--- config.mk ---
export PLATFORM = sky130hd
export DESIGN_NAME = customInstructionUnit
export DESIGN_NICKNAME = d
export VERILOG_FILES = /design/src/hdl/ciPackage.sv /design/src/hdl/ciSequencer.sv /design/src/hdl/customInstructionUnit.sv /design/src/hdl/delayTimer.sv /design/src/hdl/pixelAlu.sv /design/src/hdl/resetSequencer.sv
export SDC_FILE = /design/constraint.sdc
export NUM_CORES = 1
export LEC_CHECK = 0
export ABC_AREA = 1
export ABC_CLOCK_PERIOD_IN_PS = 5900
export BUFFER_PORTS_ARGS = -buffer_cell sky130_fd_sc_hd__buf_2
export CORE_AREA = 5 5 110 190
export DETAILED_ROUTE_END_ITERATION = 16
export DIE_AREA = 0 0 115 195
export HOLD_SLACK_MARGIN = 0.02
export PLACE_DENSITY_LB_ADDON = 0.3
export SYNTH_ARGS = -nofsm -noshare
export SYNTH_HDL_FRONTEND = slang
export SYNTH_SLANG_ARGS = --single-unit
--- constraint.sdc ---
create_clock -name s_systemClock -period 5.9 [get_ports s_systemClock]
set_input_delay 0.885 -clock s_systemClock [delete_from_list [all_inputs] [get_ports s_systemClock]]
set_output_delay 0.885 -clock s_systemClock [all_outputs]
set_load 0.1 [all_outputs]
--- src/hdl/ciPackage.sv ---
`default_nettype none

package ciPackage;

  // Width of the operand and result words of the custom-instruction port
  localparam int DATA_WIDTH = 32;

  // Instruction numbers as seen on the port of the processor
  typedef enum logic [7:0] {
    SWAP_BYTE   = 8'h01,
    MICRO_DELAY = 8'h06,
    RGB_TO_GRAY = 8'h0D,
    ABS_DIFF    = 8'h32
  } ciOpcode_e;

  typedef enum logic [1:0] {
    SWAP,
    GRAY,
    ABSDIFF
  } pixelOp_e;

  typedef enum logic [1:0] {
    IDLE,
    ANSWER,
    DELAYING
  } ciState_e;

  // The opcode stays raw so that unknown instruction numbers can be represented
  typedef struct packed {
    logic                  start;
    logic [7:0]            opcode;
    logic [DATA_WIDTH-1:0] dataA;
    logic [DATA_WIDTH-1:0] dataB;
  } ciRequest_t;

  typedef struct packed {
    logic                  done;
    logic [DATA_WIDTH-1:0] result;
  } ciResponse_t;

endpackage

`default_nettype wire

--- src/hdl/ciSequencer.sv ---
`timescale 1ns/1ps
`default_nettype none

module ciSequencer (
  input  logic                                 s_systemClock,
  input  logic                                 s_pllLocked,
  input  logic                                 systemReset,
  input  ciPackage::ciRequest_t                ciRequest,
  input  logic [ciPackage::DATA_WIDTH-1:0]     aluResult,
  input  logic                                 delayExpired,
  output ciPackage::pixelOp_e                  aluSelect,
  output logic [ciPackage::DATA_WIDTH-1:0]     operandA,
  output logic [ciPackage::DATA_WIDTH-1:0]     operandB,
  output logic                                 delayLoad,
  output logic [ciPackage::DATA_WIDTH-1:0]     delayMicroseconds,
  output ciPackage::ciResponse_t               ciResponse
);

  ciPackage::ciState_e  state;
  ciPackage::ciState_e  nextState;
  ciPackage::ciOpcode_e opcode;
  ciPackage::pixelOp_e  nextSelect;
  logic                 accept;
  logic                 zeroAnswer;
  logic                 nextZeroAnswer;

  assign opcode = ciPackage::ciOpcode_e'(ciRequest.opcode);
  assign accept = ciRequest.start && (state == ciPackage::IDLE);

  // A zero delay is answered like an ALU instruction and never starts the timer
  assign delayLoad = accept && (opcode == ciPackage::MICRO_DELAY) &&
                     (ciRequest.dataA != '0);
  assign delayMicroseconds = ciRequest.dataA;

  always_comb begin
    nextState      = state;
    nextSelect     = ciPackage::SWAP;
    nextZeroAnswer = 1'b0;
    case (state)
      ciPackage::IDLE: begin
        if (ciRequest.start) begin
          nextState = ciPackage::ANSWER;
          case (opcode)
            ciPackage::SWAP_BYTE:   nextSelect = ciPackage::SWAP;
            ciPackage::RGB_TO_GRAY: nextSelect = ciPackage::GRAY;
            ciPackage::ABS_DIFF:    nextSelect = ciPackage::ABSDIFF;
            ciPackage::MICRO_DELAY: begin
              nextZeroAnswer = 1'b1;
              if (delayLoad) begin
                nextState = ciPackage::DELAYING;
              end
            end
            default: nextZeroAnswer = 1'b1;
          endcase
        end
      end
      ciPackage::ANSWER: nextState = ciPackage::IDLE;
      ciPackage::DELAYING: begin
        nextZeroAnswer = 1'b1;
        if (delayExpired) begin
          nextState = ciPackage::ANSWER;
        end
      end
      default: nextState = ciPackage::IDLE;
    endcase
  end

  always_ff @(posedge s_systemClock or negedge s_pllLocked) begin
    if (!s_pllLocked) begin
      state      <= ciPackage::IDLE;
      zeroAnswer <= 1'b0;
    end else if (systemReset) begin
      state      <= ciPackage::IDLE;
      zeroAnswer <= 1'b0;
    end else begin
      state      <= nextState;
      zeroAnswer <= nextZeroAnswer;
    end
  end

  // Operands of the accepted request feed the ALU while the answer is shown
  always_ff @(posedge s_systemClock) begin
    if (accept) begin
      operandA  <= ciRequest.dataA;
      operandB  <= ciRequest.dataB;
      aluSelect <= nextSelect;
    end
  end

  assign ciResponse.done   = (state == ciPackage::ANSWER);
  assign ciResponse.result = (ciResponse.done && !zeroAnswer) ? aluResult : '0;

  assert property (@(posedge s_systemClock) disable iff (!s_pllLocked || systemReset)
    ciRequest.start |-> state == ciPackage::IDLE)
    else $error("start received while an instruction is still running");

endmodule

`default_nettype wire

--- src/hdl/customInstructionUnit.sv ---
`timescale 1ns/1ps
`default_nettype none

module customInstructionUnit #(
  parameter int CLOCK_FREQUENCY_HZ = 74250000,
  parameter int RESET_CYCLES       = 16
) (
  input  logic                   s_systemClock,
  input  logic                   s_pllLocked,
  input  ciPackage::ciRequest_t  ciRequest,
  output ciPackage::ciResponse_t ciResponse,
  output logic                   peripheralResetN
);

  logic                             systemReset;
  logic                             delayLoad;
  logic                             delayExpired;
  logic [ciPackage::DATA_WIDTH-1:0] delayMicroseconds;
  logic [ciPackage::DATA_WIDTH-1:0] operandA;
  logic [ciPackage::DATA_WIDTH-1:0] operandB;
  logic [ciPackage::DATA_WIDTH-1:0] aluResult;
  ciPackage::pixelOp_e              aluSelect;

  resetSequencer #(
    .RESET_CYCLES(RESET_CYCLES)
  ) resetSequencer_inst (
    .s_systemClock   (s_systemClock),
    .s_pllLocked     (s_pllLocked),
    .systemReset     (systemReset),
    .peripheralResetN(peripheralResetN)
  );

  ciSequencer ciSequencer_inst (
    .s_systemClock    (s_systemClock),
    .s_pllLocked      (s_pllLocked),
    .systemReset      (systemReset),
    .ciRequest        (ciRequest),
    .aluResult        (aluResult),
    .delayExpired     (delayExpired),
    .aluSelect        (aluSelect),
    .operandA         (operandA),
    .operandB         (operandB),
    .delayLoad        (delayLoad),
    .delayMicroseconds(delayMicroseconds),
    .ciResponse       (ciResponse)
  );

  delayTimer #(
    .CLOCK_FREQUENCY_HZ(CLOCK_FREQUENCY_HZ)
  ) delayTimer_inst (
    .s_systemClock    (s_systemClock),
    .s_pllLocked      (s_pllLocked),
    .systemReset      (systemReset),
    .delayLoad        (delayLoad),
    .delayMicroseconds(delayMicroseconds),
    .delayExpired     (delayExpired)
  );

  pixelAlu pixelAlu_inst (
    .aluSelect(aluSelect),
    .operandA (operandA),
    .operandB (operandB),
    .aluResult(aluResult)
  );

endmodule

`default_nettype wire

--- src/hdl/delayTimer.sv ---
`timescale 1ns/1ps
`default_nettype none

module delayTimer #(
  parameter int CLOCK_FREQUENCY_HZ = 74250000
) (
  input  logic                             s_systemClock,
  input  logic                             s_pllLocked,
  input  logic                             systemReset,
  input  logic                             delayLoad,
  input  logic [ciPackage::DATA_WIDTH-1:0] delayMicroseconds,
  output logic                             delayExpired
);

  localparam int TICKS_PER_MICROSECOND = CLOCK_FREQUENCY_HZ / 1000000;
  localparam int PRESCALE_WIDTH = $clog2(TICKS_PER_MICROSECOND + 1);
  localparam logic [PRESCALE_WIDTH-1:0] LAST_TICK = PRESCALE_WIDTH'(TICKS_PER_MICROSECOND - 1);

  logic [PRESCALE_WIDTH-1:0]        prescaler;
  logic [ciPackage::DATA_WIDTH-1:0] microsecondsLeft;
  logic                             counting;
  logic                             microsecondTick;

  assign microsecondTick = (prescaler == LAST_TICK);

  always_ff @(posedge s_systemClock or negedge s_pllLocked) begin
    if (!s_pllLocked) begin
      counting         <= 1'b0;
      prescaler        <= '0;
      microsecondsLeft <= '0;
    end else if (systemReset) begin
      counting         <= 1'b0;
      prescaler        <= '0;
      microsecondsLeft <= '0;
    end else if (delayLoad) begin
      counting         <= 1'b1;
      prescaler        <= '0;
      microsecondsLeft <= delayMicroseconds;
    end else if (counting) begin
      if (microsecondTick) begin
        prescaler        <= '0;
        microsecondsLeft <= microsecondsLeft - 1'b1;
        if (microsecondsLeft == 1) begin
          counting <= 1'b0;
        end
      end else begin
        prescaler <= prescaler + 1'b1;
      end
    end
  end

  // Last tick of the last microsecond
  assign delayExpired = counting && microsecondTick && (microsecondsLeft == 1);

  assert property (@(posedge s_systemClock) disable iff (!s_pllLocked || systemReset)
    delayLoad |-> !counting)
    else $error("delay loaded while the timer is still counting");

endmodule

`default_nettype wire

--- src/hdl/pixelAlu.sv ---
`timescale 1ns/1ps
`default_nettype none

module pixelAlu (
  input  ciPackage::pixelOp_e              aluSelect,
  input  logic [ciPackage::DATA_WIDTH-1:0] operandA,
  input  logic [ciPackage::DATA_WIDTH-1:0] operandB,
  output logic [ciPackage::DATA_WIDTH-1:0] aluResult
);

  localparam int LANES = ciPackage::DATA_WIDTH / 8;

  logic [ciPackage::DATA_WIDTH-1:0] swapResult;
  logic [ciPackage::DATA_WIDTH-1:0] grayResult;
  logic [ciPackage::DATA_WIDTH-1:0] absDiffResult;
  logic [15:0]                      redLevel;
  logic [15:0]                      greenLevel;
  logic [15:0]                      blueLevel;
  logic [15:0]                      weightedSum;

  for (genvar lane = 0; lane < LANES; lane++) begin : gen_lane
    logic [7:0] laneA;
    logic [7:0] laneB;

    assign laneA = operandA[8*lane +: 8];
    assign laneB = operandB[8*lane +: 8];

    // Byte order reversed across the whole word
    assign swapResult[8*lane +: 8] = operandA[ciPackage::DATA_WIDTH-8*(lane+1) +: 8];

    assign absDiffResult[8*lane +: 8] = (laneA >= laneB) ? laneA - laneB : laneB - laneA;
  end

  // RGB565 in the low half word, each channel widened to 8 bits
  assign redLevel   = {8'd0, operandA[15:11], 3'd0};
  assign greenLevel = {8'd0, operandA[10:5], 2'd0};
  assign blueLevel  = {8'd0, operandA[4:0], 3'd0};

  // Weights add up to 256, so the sum never leaves 16 bits
  assign weightedSum = 16'd77 * redLevel + 16'd150 * greenLevel + 16'd29 * blueLevel;
  assign grayResult  = {{(ciPackage::DATA_WIDTH-8){1'b0}}, weightedSum[15:8]};

  always_comb begin
    case (aluSelect)
      ciPackage::SWAP:    aluResult = swapResult;
      ciPackage::GRAY:    aluResult = grayResult;
      ciPackage::ABSDIFF: aluResult = absDiffResult;
      default:            aluResult = '0;
    endcase
  end

endmodule

`default_nettype wire

--- src/hdl/resetSequencer.sv ---
`timescale 1ns/1ps
`default_nettype none

module resetSequencer #(
  parameter int RESET_CYCLES = 16
) (
  input  logic s_systemClock,
  input  logic s_pllLocked,
  output logic systemReset,
  output logic peripheralResetN
);

  localparam int COUNT_WIDTH = $clog2(RESET_CYCLES + 1);
  localparam logic [COUNT_WIDTH-1:0] LAST_COUNT = COUNT_WIDTH'(RESET_CYCLES);

  logic [COUNT_WIDTH-1:0] lockCount;
  logic                   released;

  assign released = (lockCount == LAST_COUNT);

  // Restarts from zero every time the PLL drops lock, then saturates
  always_ff @(posedge s_systemClock or negedge s_pllLocked) begin
    if (!s_pllLocked) begin
      lockCount <= '0;
    end else if (!released) begin
      lockCount <= lockCount + 1'b1;
    end
  end

  assign systemReset      = ~released;
  assign peripheralResetN = released;

endmodule

`default_nettype wire

* Yosys cells after proc, flatten, opt, wreduce, memory -nomap -nowiden *
Index checks and enable logic that the tools add are counted.
W data, S select, Z words.

word-level totals
  register bits = 114
  bits of input ports = 75
  output and inout bits = 34
  logic and storage cells = 88

operators by class
  add/subtract/negate cells = 13
  multipliers = 3
  order comparisons = 4
  equality and inequality tests = 15
  muxes and demuxes = 30
  reduce and logical (&&, ||, !) cells = 14

operators with widths
  cell                     number
  $mux W32                 5
  $pmux W32 S3             1
  $sub A8 B8 Y8            8
  $add A16 B16 Y16         2
  $eq A32 B1 Y1 const B    1
  $ge A8 B8 Y1             4
  $mux W8                  4
  $reduce_bool A32 Y1      1
  $sub A32 B1 Y32 const B  1
  $mux W7                  4
  $mul A7 B6 Y13 const A   1
  $mul A7 B5 Y12 const A   1
  $mul A5 B5 Y10 const A   1
  $mux W2                  5
  $eq A8 B1 Y1 const B     1
  $eq A8 B3 Y1 const B     1
  $eq A8 B4 Y1 const B     1
  $eq A8 B6 Y1 const B     1
  $mux W1                  8
  $pmux W2 S2              2
  $add A7 B1 Y7 const B    1
  $eq A7 B7 Y1 const B     1
  $logic_and A1 B1 Y1      6
  $ne A3 B1 Y1 const B     2
  other kinds (11)         16

* Depth between registers and ports, before layout *
  depth in word-level cells = 9
  mapped depth = 26
  gate-level depth less buffers = 26

* By module *
Synthesis repeated with hierarchy kept, for this count alone.

second synthesis, totals
  cells, all modules = 1723
  area, all modules = 12261.8 um^2

by module, submodules not included
  module          times used  cells each  area an instance (um^2)  sequential area each (um^2)
  pixelAlu        1           946         5957.0                   0.0
  ciSequencer     1           274         3022.9                   2057.0
  delayTimer      1           468         3009.1                   1001.0
  resetSequencer  1           35          272.8                    125.1

* Worst setup path after synthesis *
Ideal clock, no wire load.

  kind = reg-to-output
  start point = register ciSequencer_inst.operandA[2] (netlist name)
  end point = output ciResponse[7] (netlist name)
  arrival = 5578 ps
  required time = 5015 ps
  path slack = -563 ps
  cell stages (with the launch flop) = 24
  buffers on the path = 0
  cell sequence = edfxtp_1 -> ha_1 -> ha_1 -> fa_1 -> inv_1 -> fa_1 -> o21ai_0 -> a21oi_1 -> nor2_1 -> nor2_1 -> xor2_1 -> fa_1 -> inv_1 -> ha_1 -> nand2_1 -> nor2_1 -> and2_1 -> nand2_1 -> nand3_1 -> nand3_1 -> nand2_1 -> nor2_1 -> nor2_1 -> nor2_1

RTL lines
  what                      line                         RTL
  start: declaration        ciSequencer.sv:12            output logic [ciPackage::DATA_WIDTH-1:0] operandA,
  start signal: assignment  ciSequencer.sv:84            operandA <= ciRequest.dataA;
  end: declaration          customInstructionUnit.sv:11  output ciPackage::ciResponse_t ciResponse,

==> flow_metrics.tcl <==
set metrics [dict create \
    status "finished, final reports clean" \
    pre_cts_slack_ns 0.1824 \
    rrSetupSlack_ns 2.96 \
    cp-start-kind "flip-flop" \
    ys_ff_latch 114 \
    core_area_mm2 0.01911 \
    synth_edf_count 66 \
    num_rows 67 \
    path_cells "buf_6, ha_1, fa_1, ha_4, ha_4, a21oi_1, nand2_1, a21oi_2, nor2_1, nor2_1, xor2_1, fa_1, inv_2, ha_4, a21o_1, a21oi_2, nand3_1, nand2_1, nand3_1, nand3_1, nand2_1, inv_1, buf_12" \
    final.fill_count 1596 \
    synth_nets 1863 \
    max_stage_delay_ns 0.53 \
    end_kind "output pin" \
    fmax_mhz 172.7 \
    rr_worst_depth 11 \
    setup_viol 0 \
    grt_first_pass_wirelength_um 53650 \
    critPathRequiredTime_ns 5.02 \
    arrival_ns 4.91 \
    r2r-start "ciSequencer_inst.state[0]$_DFFE_PN0P_" \
    drc 0 \
    ys.warnings.count 0 \
    critical_path_class "flip-flop to output pin" \
    min_path_cells 1 \
    final.min_clock_period_ns 5.792 \
    area_growth_pct 17.66 \
    antenna_found_initial 1 \
    crit_start "ciSequencer_inst.operandA[2]$_DFFE_PP_" \
    hold_violations 0 \
    drive_gt1_frac 0.1459 \
    clock_skew_ns 0.009181 \
    fp.dieArea_mm2 0.02243 \
    rsz0062_at_grt "true" \
    hold_start "resetSequencer_inst.lockCount[4]$_DFFE_PN0N_" \
    grt_pass1_vias 11280 \
    grt_max_degree 70 \
    nNetsFinal 1991 \
    reg2reg_to "delayTimer_inst.prescaler[2]$_DFFE_PN0P_" \
    slew_viol_final 0 \
    path_clk_slew_ns 0.06 \
    cp_slowest_cell "fa_1" \
    postSynthCellCount 1614 \
    num_io_pins 109 \
    ant_nets 0 \
    cts_buffer_depth 2 \
    async_flop_share 0.4211 \
    worst-slew-pin-transition_ns 1.098 \
    overflow 0 \
    cp_top_family "adder cells" \
    start_util 0.6078 \
    drt_first_pass_iters 8 \
    max_cap_viol_count 0 \
    synth_ff_type "edfxtp_1" \
    hold_buffers 0 \
    fin_ws_ns 0.1085 \
    cp.buffers_inverters 4 \
    die_w_um 115 \
    drtIter0Drc 712 \
    wl_per_cell_um 17.25 \
    grt_use_total 0.3049 \
    hold_path_class "flip-flop to flip-flop" \
    root_buffer "clkbuf_16" \
    numClockSinks 114 \
    whs_endpoint "resetSequencer_inst.lockCount[4]$_DFFE_PN0N_" \
    dpl.hpwl_um 26200 \
    htree_levels 4 \
    cp_max_fo 7 \
    vias_per_cell 5.582 \
    slew_headroom 0.2673 \
    cts_tree "done" \
    dr_total_vias 11150 \
    cts_made_buffers 17 \
    syn_area_per_cell_um2 7.198 \
    die_h_um 195 \
    drt-total-wl_um 34450 \
    gp_congestion 0.9953 \
    clk_latency_ns 0.43 \
    post_synth_num_cell_types 43 \
    fin_crit_sh 0.9816 \
    ys_seq_area_frac 0.2740 \
    mappedNetlistArea_mm2 0.01162 \
    port-buffer-count 108 \
]
-- sequential cells by signal, indices dropped and copies added (netlist names) --
signal / flops
ciSequencer_inst.aluSelect: 2
ciSequencer_inst.operandA: 32
ciSequencer_inst.operandB: 32
ciSequencer_inst.state: 2
ciSequencer_inst.zeroAnswer: 1
delayTimer_inst.counting: 1
delayTimer_inst.microsecondsLeft: 32
delayTimer_inst.prescaler: 7
resetSequencer_inst.lockCount: 5
-- metrics by stage --
step | hold WS, ns | util | cells | instance area [um2] | setup TNS [ns]
4_1_cts | 0.4861 | 0.6944 | 1986 | 13270 | -0.02746
5_1_grt | 0.4951 | 0.7152 | 1997 | 13670 | -0.2734
2_1_floorplan | 0.4453 | - | 1614 | 11630 | -0.08903
6_report | 0.4858 | 0.7152 | 1997 | 13670 | 0
3_5_place_dp | 0.4765 | 0.6517 | 1942 | 12460 | 0
3_3_place_gp | 0.4601 | 0.6517 | 1942 | 12460 | 0
-- layout by cell type, fill, tap and decap left out, types with 5 or more instances in the layout --
cell and instances:
buf_2 101, o21a_1 9, dfrtp_1 48, inv_1 230
nor2_1 150, nand4_1 18, o22ai_1 5, clkbuf_16 17
xnor2_1 17, nand3_1 122, inv_6 5, buf_6 5
fa_1 26, ha_4 19, nor3_1 7, a21oi_2 9
o21ai_0 34, a21oi_1 75, or2_2 6, ha_1 124
o21ai_1 7, buf_12 5, o21bai_1 6, nand2_1 473
nor2_2 9, buf_4 33, edfxtp_1 66, inv_2 7
xor2_1 58
-- worst max path at each step --
stage | cells after the start | endpoint
2_1_floorplan | 23 | ciResponse[7]
3_3_place_gp | 23 | ciResponse[5]
3_5_place_dp | 24 | ciResponse[5]
4_1_cts | 24 | ciResponse[5]
5_1_grt | 25 | ciResponse[7]
6_report | 23 | ciResponse[6]
-- cell families after synthesis --
group	after synthesis	share of synthesized area
muxes	1	0.0008616
AOI/OAI and AO/OA	166	0.07905
DFF	114	0.2740
and+or+nand+nor	807	0.2854
adders and majority gates	174	0.2061
xor gates and xnor gates	79	0.05956
buffers and inverters	273	0.09499
-- layer usage --
layer  track usage  vias to the layer above  part of all wire
met2        0.5466                      450              0.52
met5             0                        -                 0
li1              -                     5407                 -
met1        0.3242                     5126              0.35
met3       0.04552                      164             0.050
met4        0.1950                        0             0.071
-- what timing repair did --
action	4_1_cts	5_1_grt
endpoints found under the hold margin	0	0
endpoints found under the setup margin	7	7
gates resized for setup	20	57
setup buffers	12	10
cloned	0	0
pin swaps	5	45
-- synthesized netlist by cell type, types with 2 or more instances --
| library cell | instances | share of area |
|---|---|---|
| nand2_1 | 477 | 0.15 |
| inv_1 | 234 | 0.076 |
| nor2_1 | 157 | 0.051 |
| ha_1 | 145 | 0.16 |
| nand3_1 | 125 | 0.054 |
| a21oi_1 | 86 | 0.037 |
| edfxtp_1 | 66 | 0.17 |
| xor2_1 | 60 | 0.045 |
| dfrtp_1 | 48 | 0.10 |
| o21ai_0 | 39 | 0.017 |
| fa_1 | 29 | 0.050 |
| xnor2_1 | 19 | 0.014 |
| nand4_1 | 18 | 0.0097 |
| clkbuf_1 | 13 | 0.0042 |
| buf_2 | 9 | 0.0039 |
| nor3_1 | 9 | 0.0039 |
| o21a_1 | 9 | 0.0058 |
| buf_6 | 7 | 0.0068 |
| o21bai_1 | 7 | 0.0045 |
| or2_2 | 6 | 0.0032 |
| o22ai_1 | 5 | 0.0027 |
| a31oi_1 | 4 | 0.0022 |
| buf_4 | 4 | 0.0026 |
| nand3b_1 | 4 | 0.0026 |
| nor2_2 | 4 | 0.0022 |
| o21ai_1 | 4 | 0.0017 |
| a21o_1 | 3 | 0.0019 |
| inv_2 | 3 | 0.00097 |
| o211ai_1 | 3 | 0.0019 |
| a21boi_0 | 2 | 0.0013 |
| and2_1 | 2 | 0.0011 |
| buf_1 | 2 | 0.00065 |
-- final cells by class --
cell class	count	area (um2)	share of cell area
Inverter	238	893.4	0.06535
Timing Repair Buffer	144	909.6	0.06654
Tap cell	241	301.5	0.02206
Clock inverter	14	177.7	0.01300
Clock buffer	18	429.2	0.03140
Antenna cell	1	2.502	0.0001831
Sequential cell	114	3183	0.2329
Multi-Input combinational cell	1227	7772	0.5686
Power is left out: the tool's default activity adds up to more than one toggle a clock period on the data nets, which glitch-free logic cannot reach.
